## src/rtl/disk_pkg.sv

```systemverilog
package disk_pkg;

	////////////////////////////////////////////////////////////
	// Sizes and address map
	////////////////////////////////////////////////////////////

	// One sector per command
	localparam int sector_bytes = 512;
	localparam int byte_idx_w   = 9;
	localparam int sector_w     = 16;
	localparam int apb_addr_w   = 10;
	// Four bytes per buffer word
	localparam int buf_words    = 128;

	// Everything below the command register is the buffer window
	localparam logic [apb_addr_w-1:0] reg_cmd_addr    = 10'h200;
	localparam logic [apb_addr_w-1:0] reg_status_addr = 10'h204;

	////////////////////////////////////////////////////////////
	// Encodings
	////////////////////////////////////////////////////////////

	// Command register bits 1:0
	typedef enum logic [1:0] {
		op_none,
		op_read,
		op_write
	} disk_op_e;

	typedef enum logic [2:0] {
		st_idle,
		st_fetch,
		st_issue,
		st_wait,
		st_store
	} xfer_state_e;

	////////////////////////////////////////////////////////////
	// Bundles
	////////////////////////////////////////////////////////////

	// Register block to engine
	typedef struct packed {
		disk_op_e            op;
		logic [sector_w-1:0] sector;
	} disk_cmd_t;

	typedef struct packed {
		logic                  psel;
		logic                  penable;
		logic                  pwrite;
		logic [apb_addr_w-1:0] paddr;
		logic [31:0]           pwdata;
	} apb_req_t;

	typedef struct packed {
		logic [31:0] prdata;
		logic        pready;
		logic        pslverr;
	} apb_rsp_t;

	// Byte request towards the disk device
	typedef struct packed {
		logic                  enable;
		logic                  we;
		logic [sector_w-1:0]   sector;
		logic [byte_idx_w-1:0] index;
		logic [7:0]            wdata;
	} dev_req_t;

	typedef struct packed {
		logic       read_done;
		logic       write_done;
		logic [7:0] rdata;
	} dev_rsp_t;

endpackage
```

## src/rtl/disk_apb_regs.sv

```systemverilog
`timescale 1ns/1ns

module disk_apb_regs (
	input  logic                  clk,
	input  logic                  rst_n,
	input  disk_pkg::apb_req_t    apb,
	output disk_pkg::apb_rsp_t    apb_rsp,
	output logic                  h_en,
	output logic                  h_we,
	output logic [6:0]            h_addr,
	output logic [31:0]           h_wdata,
	input  logic [31:0]           h_rdata,
	output logic                  start,
	output disk_pkg::disk_cmd_t   cmd,
	input  logic                  busy,
	input  logic                  finish
);
	import disk_pkg::*;

	logic      access;
	logic      sel_buf;
	logic      sel_cmd;
	logic      sel_status;
	logic      sel_none;
	logic      buf_rd;
	logic      buf_err;
	logic      cmd_err;
	logic      err;
	logic      ready;
	logic      rd_wait;
	logic      done_q;
	disk_op_e  wr_op;
	logic      op_ok;
	disk_cmd_t cmd_q;

	////////////////////////////////////////////////////////////
	// Address decode and error rules
	////////////////////////////////////////////////////////////

	assign access     = apb.psel && apb.penable;
	assign sel_buf    = (apb.paddr < reg_cmd_addr);
	assign sel_cmd    = (apb.paddr == reg_cmd_addr);
	assign sel_status = (apb.paddr == reg_status_addr);
	assign sel_none   = !(sel_buf || sel_cmd || sel_status);

	// Op field of a command write
	assign wr_op = disk_op_e'(apb.pwdata[1:0]);
	assign op_ok = (wr_op == op_read) || (wr_op == op_write);

	// Buffer belongs to the engine while busy
	assign buf_err = sel_buf && busy;
	assign cmd_err = sel_cmd && apb.pwrite && (busy || !op_ok);
	assign err     = buf_err || cmd_err || sel_none;

	// Only a good buffer read gets the wait state
	assign buf_rd = sel_buf && !apb.pwrite && !busy;

	// High in the second access cycle of a buffer read
	always_ff @(posedge clk or negedge rst_n) begin
		if (!rst_n) begin
			rd_wait <= 1'b0;
		end else begin
			rd_wait <= access && buf_rd && !rd_wait;
		end
	end

	assign ready = access && !(buf_rd && !rd_wait);

	////////////////////////////////////////////////////////////
	// Host word port
	////////////////////////////////////////////////////////////

	// Read issued in the first access cycle and data back in the second
	assign h_en    = access && sel_buf && !busy && (apb.pwrite || !rd_wait);
	assign h_we    = apb.pwrite;
	assign h_addr  = apb.paddr[8:2];
	assign h_wdata = apb.pwdata;

	////////////////////////////////////////////////////////////
	// Command and status
	////////////////////////////////////////////////////////////

	// Sector in bits 31:16 and op in bits 1:0
	assign cmd.op     = wr_op;
	assign cmd.sector = apb.pwdata[31:16];
	assign start      = access && sel_cmd && apb.pwrite && !cmd_err;

	always_ff @(posedge clk or negedge rst_n) begin
		if (!rst_n) begin
			cmd_q  <= '{op: op_none, sector: '0};
			done_q <= 1'b0;
		end else begin
			if (start) begin
				cmd_q <= cmd;
			end
			// Finish wins over a clearing status read
			if (finish) begin
				done_q <= 1'b1;
			end else if (access && sel_status && !apb.pwrite) begin
				done_q <= 1'b0;
			end
		end
	end

	// Read data mux
	always_comb begin
		apb_rsp.prdata = '0;
		if (!err) begin
			if (sel_buf) begin
				apb_rsp.prdata = h_rdata;
			end else if (sel_status) begin
				apb_rsp.prdata = {cmd_q.sector, 14'd0, done_q, busy};
			end else if (sel_cmd) begin
				apb_rsp.prdata = {cmd_q.sector, 14'd0, cmd_q.op};
			end
		end
	end

	assign apb_rsp.pready  = ready;
	assign apb_rsp.pslverr = ready && err;

	// Engine answers an accepted command with busy on the next cycle
	a_start_idle: assert property (@(posedge clk) disable iff (!rst_n)
		start |-> !busy ##1 busy);

	// Buffer read completes in its second access cycle and anything else in its first
	a_ready_access: assert property (@(posedge clk) disable iff (!rst_n)
		apb_rsp.pready |-> access && (buf_rd == $past(access && !apb_rsp.pready)));

endmodule

```

## config.mk

```make
export PLATFORM = sky130hd
export DESIGN_NAME = disk_apb_regs
export DESIGN_NICKNAME = d
export VERILOG_FILES = /design/src/rtl/disk_pkg.sv /design/src/rtl/disk_apb_regs.sv
export SDC_FILE = /design/constraint.sdc
export NUM_CORES = 1
export LEC_CHECK = 0
export BUFFER_PORTS_ARGS = -buffer_cell sky130_fd_sc_hd__buf_2
export CORE_MARGIN = 1
export CORE_UTILIZATION = 38
export CTS_CLUSTER_SIZE = 10
export DETAILED_ROUTE_END_ITERATION = 8
export PLACE_DENSITY_LB_ADDON = 0.3
export SYNTH_ARGS = -nofsm -noshare
export SYNTH_HDL_FRONTEND = slang
export SYNTH_SLANG_ARGS = --single-unit
```

## constraint.sdc

```tcl
create_clock -name clk -period 3.5 [get_ports clk]
set_input_delay 0.35 -clock clk [delete_from_list [all_inputs] [get_ports clk]]
set_output_delay 0.35 -clock clk [all_outputs]
set_load 0.05 [all_outputs]
```

==> impl_metrics.ini <==
[run_status]
status = finished clean

[layout]
drive_gt1_share_pct = 63.6
nets = 346
syn_to_final_growth_pct = 23.5
fillers = 408
final_cell_mix = buf_2, nor2_1, dfrtp_1
antenna_cells = 0
layout_commonest_cell = buf_2

[route]
wire_per_inst_um = 13.5
postRouteAntennaNets = 0
drt-pass1-iter-count = 4
wl_met2_um = 2240
drcViolationCount = 0
routed_wl_um = 4240
routed.top_layer = met4
drt_iter0_markers = 20
vias = 1500
met1_length_um = 1550
wl_met3_um = 420
viasPerCell = 4.78

[sta]
setup-tns-final_ps = 0
final_max_slew_viol_count = 0
max_slew_margin_pct = 56.7
fin_skew_ps = 0
whs_ps = 33.3
setup_viol = 0
min_period_ps = 2480
rsz0062_at_grt = no
tightestPinTransition_ps = 649
setup_ws_ps = 1020
fmax_ghz = 0.403
period_share_pct = 70.8
finalHoldViolations = 0

[setup_path]
crit_path_start = apb[38]
reg2reg_slack_ps = 2690
critPathMaxFanout = 12
cp_top_family = simple AND/OR/NAND/NOR gates
critPathMaxStageDelay_ps = 530
cp-start-kind = primary input
r2r-start = cmd_q[6]
crit_arrival_ps = 2130
cp_num_buf_inv = 3
endpoint_kind = output port
crit_top_cell = buf_2
crit_chain = buf_2, or4_4, nor4_4, and3b_1, buf_4, nor2_1, buf_2
slowest_stage = or4_4
path_class = primary input to output port
required_ps = 3150

[global_route]
grt_overflow_total = 0
grt_pass1_vias = 1288
antenna_found_initial = 0
grtUsageTotal_pct = 16.8
grt_max_degree = 23
grt_pass1_wl_um = 5730

[logic_synthesis]
ys_seq_elements = 20
syn_area_um2 = 1660
postSynthNetCount = 259
avgSynthCellArea_um2 = 9.35
yosysWarnings = 0
ys_types = 25
synth_cells = 178
ys_seq_area_share_pct = 30.1

[pwr]
pwr-share-seq_pct = 34.0
power_density_nw_per_um2 = 331
leakage_nw = 1.26
p_int_mw = 0.400
p_switching_mw = 0.281
power_mw = 0.681
p_comb_share_pct = 40.2
max-vdd-ir-drop_uv = 177
p_sw_share_pct = 41.3
power.share.clock_pct = 25.8

[floorplan]
num_io_pins = 175
initial_core_util_pct = 40.4
rows = 23
fp.coreArea_um2 = 4120
die_h_um = 68.2
die_w_um = 68.2
die-area_um2 = 4650

[cts]
clock_sinks = 20
hold_buffers = 0
worstSkewPairLatency_ps = 250
htreeDepth = 1
cts_buffers = 3
cts_buffer_depth = 2
clk_pin_slew_ps = 70
cts_tree = yes
cts_resized = 0
post_cts_buffers = 0
root_buffer = clkbuf_8

[place]
dp.final_hpwl_um = 3410
pre_cts_slack_ps = 996
port_buffers = 146
gp_congestion = 0.683

[worst_hold_path]
hold_class = primary input to asynchronous set/reset pin

[flow_run]
maxCapViolations = 0
## cell type report
| type | instances | area [um^2] | share of cell area (%) |
|---|---|---|---|
| repair buffers | 149 | 753 | 36.7 |
| multi-input cells | 90 | 679 | 33.1 |
| flip-flops and latches | 20 | 500 | 24.4 |
| well taps | 50 | 62.6 | 3.05 |
| clock buffers | 4 | 55.1 | 2.68 |
| inverters | 1 | 3.75 | 0.183 |
## cell families (layout without fill, tap and decap cells)
group           count (synthesis)  in the layout  share of synthesized area [%]
flops                          20             20                           30.1
buf+inv                        68            154                           29.2
mux                            20             20                           13.5
xor+xnor                        1              1                          0.526
simple gates                   47             47                           16.8
compound gates                 22             22                           9.85
## power by group through the flow
stage	logic (mW)	clock network, mW	registers, mW
floorplan	0.265	0	0.236
global placement	0.274	0	0.236
detailed placement	0.275	0	0.236
CTS	0.276	0.181	0.231
global route	0.289	0.193	0.232
finish	0.274	0.176	0.232
## sequential cells by signal (all words and copies together), names as in the netlist
name	flops
rd_wait	1
cmd_q	18
done_q	1
## worst paths after layout
path,end,cells after the start
max in group asynchronous,done_q,1
setup reg to reg,cmd_q[6],1
min in group clk,done_q,2
hold / removal,cmd_q[8],1
hold reg to reg,done_q,1
setup / recovery,apb_rsp[26],7
## cells in the mapped netlist, drive strengths merged
cell type  number  area (um^2)
buf            62          464
nor2           23         86.3
dfrtp          20          500
mux2           20          225
a22oi          18          135
and2           15         93.8
clkbuf          5         18.8
a2111oi         1         8.76
a21o            1         7.51
a21oi           1         5.00
and3            1         6.26
and3b           1         8.76
and4            1         8.76
inv             1         3.75
nand2           1         3.75
nand4           1         21.3
nand4b          1         8.76
nor4            1         21.3
o21a            1         7.51
or3b            1         8.76
or4             1         11.3
xnor2           1         8.76
## metal layers
metal	global-route usage [%]	vias up
met5	0	-
met4	4.69	0
met3	2.83	4
met2	32.6	96
met1	18.3	685
li1	-	715
## per-stage QoR
stage	cells	area, um^2	utilization [%]
after floorplan	178	1660	-
after global placement	310	2000	48.6
after detailed placement	310	2000	48.6
after CTS	314	2050	49.9
after global routing	314	2050	49.9
final	314	2050	49.9
(Power assumes the default switching activity.)
