===== config.mk =====
export PLATFORM = sky130hd
export DESIGN_NAME = disk_xfer_engine
export DESIGN_NICKNAME = d
export VERILOG_FILES = /design/src/rtl/disk_pkg.sv /design/src/rtl/disk_xfer_engine.sv
export SDC_FILE = /design/constraint.sdc
export NUM_CORES = 1
export LEC_CHECK = 0
export BUFFER_PORTS_ARGS = -buffer_cell sky130_fd_sc_hd__buf_2
export CORE_MARGIN = 3
export CORE_UTILIZATION = 30
export DETAILED_ROUTE_END_ITERATION = 6
export GPL_ROUTABILITY_DRIVEN = 0
export HOLD_SLACK_MARGIN = 0.05
export SYNTH_ARGS = -nofsm -noshare
export SYNTH_HDL_FRONTEND = slang
export SYNTH_SLANG_ARGS = --single-unit

===== constraint.sdc =====
create_clock -name clk -period 3.2 [get_ports clk]
set_clock_uncertainty 0.05 [all_clocks]
set_input_delay 0.64 -clock clk [delete_from_list [all_inputs] [get_ports clk]]
set_output_delay 0.64 -clock clk [all_outputs]
set_load 0.02 [all_outputs]

===== src/rtl/disk_pkg.sv =====
package disk_pkg;

	////////////////////////////////////////////////////////////
	// Sizes and address map
	////////////////////////////////////////////////////////////

	// One sector per command
	localparam int sector_bytes = 512;
	localparam int byte_idx_w   = 9;
	localparam int sector_w     = 16;
	localparam int apb_addr_w   = 10;
	// Four bytes per buffer word
	localparam int buf_words    = 128;

	// Everything below the command register is the buffer window
	localparam logic [apb_addr_w-1:0] reg_cmd_addr    = 10'h200;
	localparam logic [apb_addr_w-1:0] reg_status_addr = 10'h204;

	////////////////////////////////////////////////////////////
	// Encodings
	////////////////////////////////////////////////////////////

	// Command register bits 1:0
	typedef enum logic [1:0] {
		op_none,
		op_read,
		op_write
	} disk_op_e;

	typedef enum logic [2:0] {
		st_idle,
		st_fetch,
		st_issue,
		st_wait,
		st_store
	} xfer_state_e;

	////////////////////////////////////////////////////////////
	// Bundles
	////////////////////////////////////////////////////////////

	// Register block to engine
	typedef struct packed {
		disk_op_e            op;
		logic [sector_w-1:0] sector;
	} disk_cmd_t;

	typedef struct packed {
		logic                  psel;
		logic                  penable;
		logic                  pwrite;
		logic [apb_addr_w-1:0] paddr;
		logic [31:0]           pwdata;
	} apb_req_t;

	typedef struct packed {
		logic [31:0] prdata;
		logic        pready;
		logic        pslverr;
	} apb_rsp_t;

	// Byte request towards the disk device
	typedef struct packed {
		logic                  enable;
		logic                  we;
		logic [sector_w-1:0]   sector;
		logic [byte_idx_w-1:0] index;
		logic [7:0]            wdata;
	} dev_req_t;

	typedef struct packed {
		logic       read_done;
		logic       write_done;
		logic [7:0] rdata;
	} dev_rsp_t;

endpackage

===== src/rtl/disk_xfer_engine.sv =====
`timescale 1ns/1ns

module disk_xfer_engine (
	input  logic                            clk,
	input  logic                            rst_n,
	input  logic                            start,
	input  disk_pkg::disk_cmd_t             cmd,
	output logic                            busy,
	output logic                            finish,
	output logic                            e_en,
	output logic                            e_we,
	output logic [disk_pkg::byte_idx_w-1:0] e_idx,
	output logic [7:0]                      e_wdata,
	input  logic [7:0]                      e_rdata,
	output disk_pkg::dev_req_t              dev_req,
	input  disk_pkg::dev_rsp_t              dev_rsp
);
	import disk_pkg::*;

	xfer_state_e           state;
	disk_op_e              op_q;
	logic [sector_w-1:0]   sector_q;
	logic [byte_idx_w-1:0] idx_q;
	logic [7:0]            rdata_q;
	logic                  finish_q;
	logic                  last;
	logic                  waiting;
	logic                  got_done;

	// Last byte of the sector
	assign last = (idx_q == byte_idx_w'(sector_bytes - 1));

	// Request is up in both handshake states
	assign waiting = (state == st_issue) || (state == st_wait);

	// Only the pulse that matches the direction counts
	assign got_done = (op_q == op_write) ? dev_rsp.write_done : dev_rsp.read_done;

	////////////////////////////////////////////////////////////
	// Transfer FSM
	////////////////////////////////////////////////////////////

	always_ff @(posedge clk or negedge rst_n) begin
		if (!rst_n) begin
			state    <= st_idle;
			op_q     <= op_none;
			idx_q    <= '0;
			finish_q <= 1'b0;
		end else begin
			finish_q <= 1'b0;
			case (state)
				st_idle: begin
					if (start) begin
						op_q  <= cmd.op;
						idx_q <= '0;
						// Write needs the byte from the buffer first
						if (cmd.op == op_write) begin
							state <= st_fetch;
						end else if (cmd.op == op_read) begin
							state <= st_issue;
						end
					end
				end
				// Buffer byte lands on e_rdata next cycle
				st_fetch: begin
					state <= st_issue;
				end
				st_issue, st_wait: begin
					if (got_done) begin
						if (op_q == op_read) begin
							state <= st_store;
						end else if (last) begin
							state    <= st_idle;
							finish_q <= 1'b1;
						end else begin
							idx_q <= idx_q + 1'b1;
							state <= st_fetch;
						end
					end else begin
						state <= st_wait;
					end
				end
				// Device byte written into its lane
				st_store: begin
					if (last) begin
						state    <= st_idle;
						finish_q <= 1'b1;
					end else begin
						idx_q <= idx_q + 1'b1;
						state <= st_issue;
					end
				end
				default: begin
					state <= st_idle;
				end
			endcase
		end
	end

	// Sector and captured device byte
	always_ff @(posedge clk) begin
		if (state == st_idle && start) begin
			sector_q <= cmd.sector;
		end
		if (waiting && dev_rsp.read_done) begin
			rdata_q <= dev_rsp.rdata;
		end
	end

	////////////////////////////////////////////////////////////
	// Outputs
	////////////////////////////////////////////////////////////

	// Finish lands in the first idle cycle, together with busy low
	assign busy   = (state != st_idle);
	assign finish = finish_q;

	assign e_en    = (state == st_fetch) || (state == st_store);
	assign e_we    = (state == st_store);
	assign e_idx   = idx_q;
	assign e_wdata = rdata_q;

	// Write data straight from the buffer read register, held until the next fetch
	assign dev_req.enable = waiting;
	assign dev_req.we     = (op_q == op_write);
	assign dev_req.sector = sector_q;
	assign dev_req.index  = idx_q;
	assign dev_req.wdata  = e_rdata;

	// Request frozen until the device answers
	a_req_stable: assert property (@(posedge clk) disable iff (!rst_n)
		dev_req.enable && !(dev_rsp.read_done || dev_rsp.write_done)
		|=> $stable(dev_req));

	// Device answers only an open request
	a_done_enabled: assert property (@(posedge clk) disable iff (!rst_n)
		(dev_rsp.read_done || dev_rsp.write_done) |-> dev_req.enable);

endmodule


==> impl_metrics.tcl <==
set metrics [dict create \
    status "finished clean" \
    clkTransAtPathRegs_ps 80 \
    hold_viol_final 0 \
    tritoncts "built" \
    grt_pass1_vias 1124 \
    p_per_area_nw_per_um2 813 \
    synth_seq_area_share_pct 59.6 \
    syn_inst 137 \
    synth_top_area_cell "edfxtp_1" \
    min_path_type "in -> async" \
    cts_htree_levels 2 \
    dieHeight_um 84.3 \
    cts_root_buf "clkbuf_8" \
    wl_met1_mm 1.70 \
    final_common_cell "buf_2" \
    layout-drive-gt1-share_pct 47.8 \
    cts-buffers-inserted 5 \
    ys_seq_elements 39 \
    grt_antenna_before_repair 0 \
    avgSynthCellArea_um2 13.4 \
    crit_path_start "e_idx[0]$_DFFE_PN0P_" \
    worst_slack_ps 922 \
    drt-total-wl_mm 3.84 \
    ant_nets 0 \
    diodes 0 \
    met2_length_mm 1.62 \
    route.met3.wl_um 497 \
    dr.max_layer_used "met4" \
    routed_via_density 4.76 \
    n_fill_cell 567 \
    yosys-top-cells-area "edfxtp_1, dfrtp_1, buf_4" \
    dp_hpwl_mm 2.95 \
    synth_xor_area_share_pct 0.477 \
    tightestPinTransition_ps 732 \
    setup_viol_count_final 0 \
    seqPwrFrac_pct 39.6 \
    dp_slack_ps 939 \
    synth.area.mux_share_pct 3.54 \
    cts_buffer_depth 2 \
    ioPinCount 95 \
    synth_top_family_by_area "compound AO/OA/AOI/OAI gates" \
    power.share.clock_pct 22.2 \
    slew-limit-headroom_pct 51.2 \
    drtIter0Drc 35 \
    grt_max_degree 19 \
    cts_hold_buf 0 \
    peakVddDrop_mv 0.402 \
    rsz0062_at_grt "false" \
    setup_tns_ps 0 \
    start_kind "flop" \
    max_freq_mhz 439 \
    grt_remaining_overflow 0 \
    post-route-period-util_pct 71.2 \
    grtUsageTotal_pct 10.7 \
    swShare_pct 37.5 \
    cts_resized 0 \
    coreArea_um2 5710 \
    leakagePower_nw 1.05 \
    synth-warning-count 0 \
    rows 27 \
    die_area_um2 7100 \
    p_int_mw 1.16 \
    r2r_start "e_idx[0]$_DFFE_PN0P_" \
    layout_min_cycle_time_ps 2280 \
    syn_nets 179 \
    crit_type "reg -> reg" \
    grt_pass1_wl_mm 6.04 \
    routedWlPerCell_um 14.0 \
    initial_core_util_pct 32.2 \
    final_nets 244 \
    syn_area_um2 1840 \
    required_ps 3330 \
    cap_viol_max_count 0 \
    p_switching_mw 0.694 \
    area_growth_pct 23.8 \
    die_w_um 84.3 \
    synth-adder-area-share_pct 2.04 \
    first_pass_iters 4 \
    synth-compound-area-share_pct 13.1 \
    clkSinkCount 39 \
    vias 1309 \
    post_cts.repair.setup_buffers 0 \
    synth-simple-area-share_pct 11.0 \
    arrival_ps 2410 \
    yosysTopAreaCellShare_pct 39.2 \
    post-route-drc-count 0 \
    port_buffers 78 \
    crit_path_end_kind "flop" \
    report.final.slew_viol_count 0 \
    clk_latency_ps 290 \
    p_comb_share_pct 38.2 \
    critPathMaxFanout 8 \
    final_cell_mix "buf_2, edfxtp_1, dfrtp_1" \
    synth.distinct_cells 36 \
]
[layout make-up]
type,count,area (um2),area share (%)
Clock buffer,5,68.8,3.02
Tap cell,72,90.1,3.96
Inverter,8,30.0,1.32
Clock inverter,3,46.3,2.03
Multi-Input combinational cell,70,554,24.4
Timing Repair Buffer,78,390,17.2
Sequential cell,39,1100,48.2
[stage by stage]
step | hold WS [ps] | instances | power, mW | instance area [um2] | utilization (%)
final | 194 | 275 | 1.85 | 2280 | 39.9
after global routing | 202 | 275 | 1.97 | 2280 | 39.9
after CTS | 197 | 275 | 1.88 | 2280 | 39.9
after detailed placement | 520 | 267 | 1.46 | 2160 | 37.8
after global placement | 515 | 267 | 1.46 | 2160 | 37.8
after floorplan | 294 | 137 | 1.31 | 1840 | -
[layer usage]
layer,GRT usage (%),up-vias
met1,15.1,607
met3,4.51,4
met5,0,-
li1,-,617
met4,1.90,0
met2,15.4,81
[logic make-up (layout without fill, tap and decap cells)]
kind of cell	Yosys count	in the layout
flops	39	39
simple gates	34	34
buf+inv	28	94
compound gates	26	26
mux	6	6
fa+ha+maj	3	3
xor+xnor	1	1
[worst max-delay path, cell delays in order (launching register included)]
cell and delay [ps]:
dfrtp_1 430, ha_1 240, and3_1 210, and3_1 200, and3_1 190, ha_1 190
o21ai_2 160, nand3_2 200, mux2_2 300
[worst paths after layout]
kind / to / slack, ps / depth (start not counted)
min: e_idx[0]$_DFFE_PN0P_ / 190 / 1
max in group asynchronous: state[1]$_DFFE_PN0P_ / 2640 / 1
max reg2reg: e_idx[0]$_DFFE_PN0P_ / 920 / 8
max: e_idx[0]$_DFFE_PN0P_ / 920 / 8
min in group clk: sector_q[4]$_DFFE_PP_ / 470 / 1
min reg2reg: e_idx[1]$_DFFE_PN0P_ / 540 / 2
[state kept, by name, summed over array words and instances (netlist names)]
signal    cells
sector_q     16
e_idx         9
e_wdata       8
state         3
op_q          2
finish        1
[power by group through the flow]
| stage | combinational, mW | clock, mW | sequential (mW) |
|---|---|---|---|
| floorplan | 0.486 | 0 | 0.821 |
| CTS | 0.720 | 0.426 | 0.734 |
| global route | 0.769 | 0.452 | 0.751 |
| detailed placement | 0.717 | 0 | 0.745 |
| finish | 0.708 | 0.411 | 0.733 |
| global placement | 0.715 | 0 | 0.741 |
[cell usage after synthesis (all sizes together)]
master   number
nand3b        1
inv           8
a21oi         3
a22o          6
xnor2         1
nor3b         1
buf          20
nor2b         6
nor2          9
nor3          3
o2111ai       5
a32oi         1
nand2         3
nand2b        1
o2bb2ai       2
nor4          1
or2           1
o2111a        1
a41oi         1
and3          4
o21ai         3
and2          2
a21boi        2
mux2i         2
ha            3
mux2          4
dfrtp        15
nand3         2
o21bai        1
o211ai        1
edfxtp       24
No activity file was read; power rests on OpenSTA's default activity.
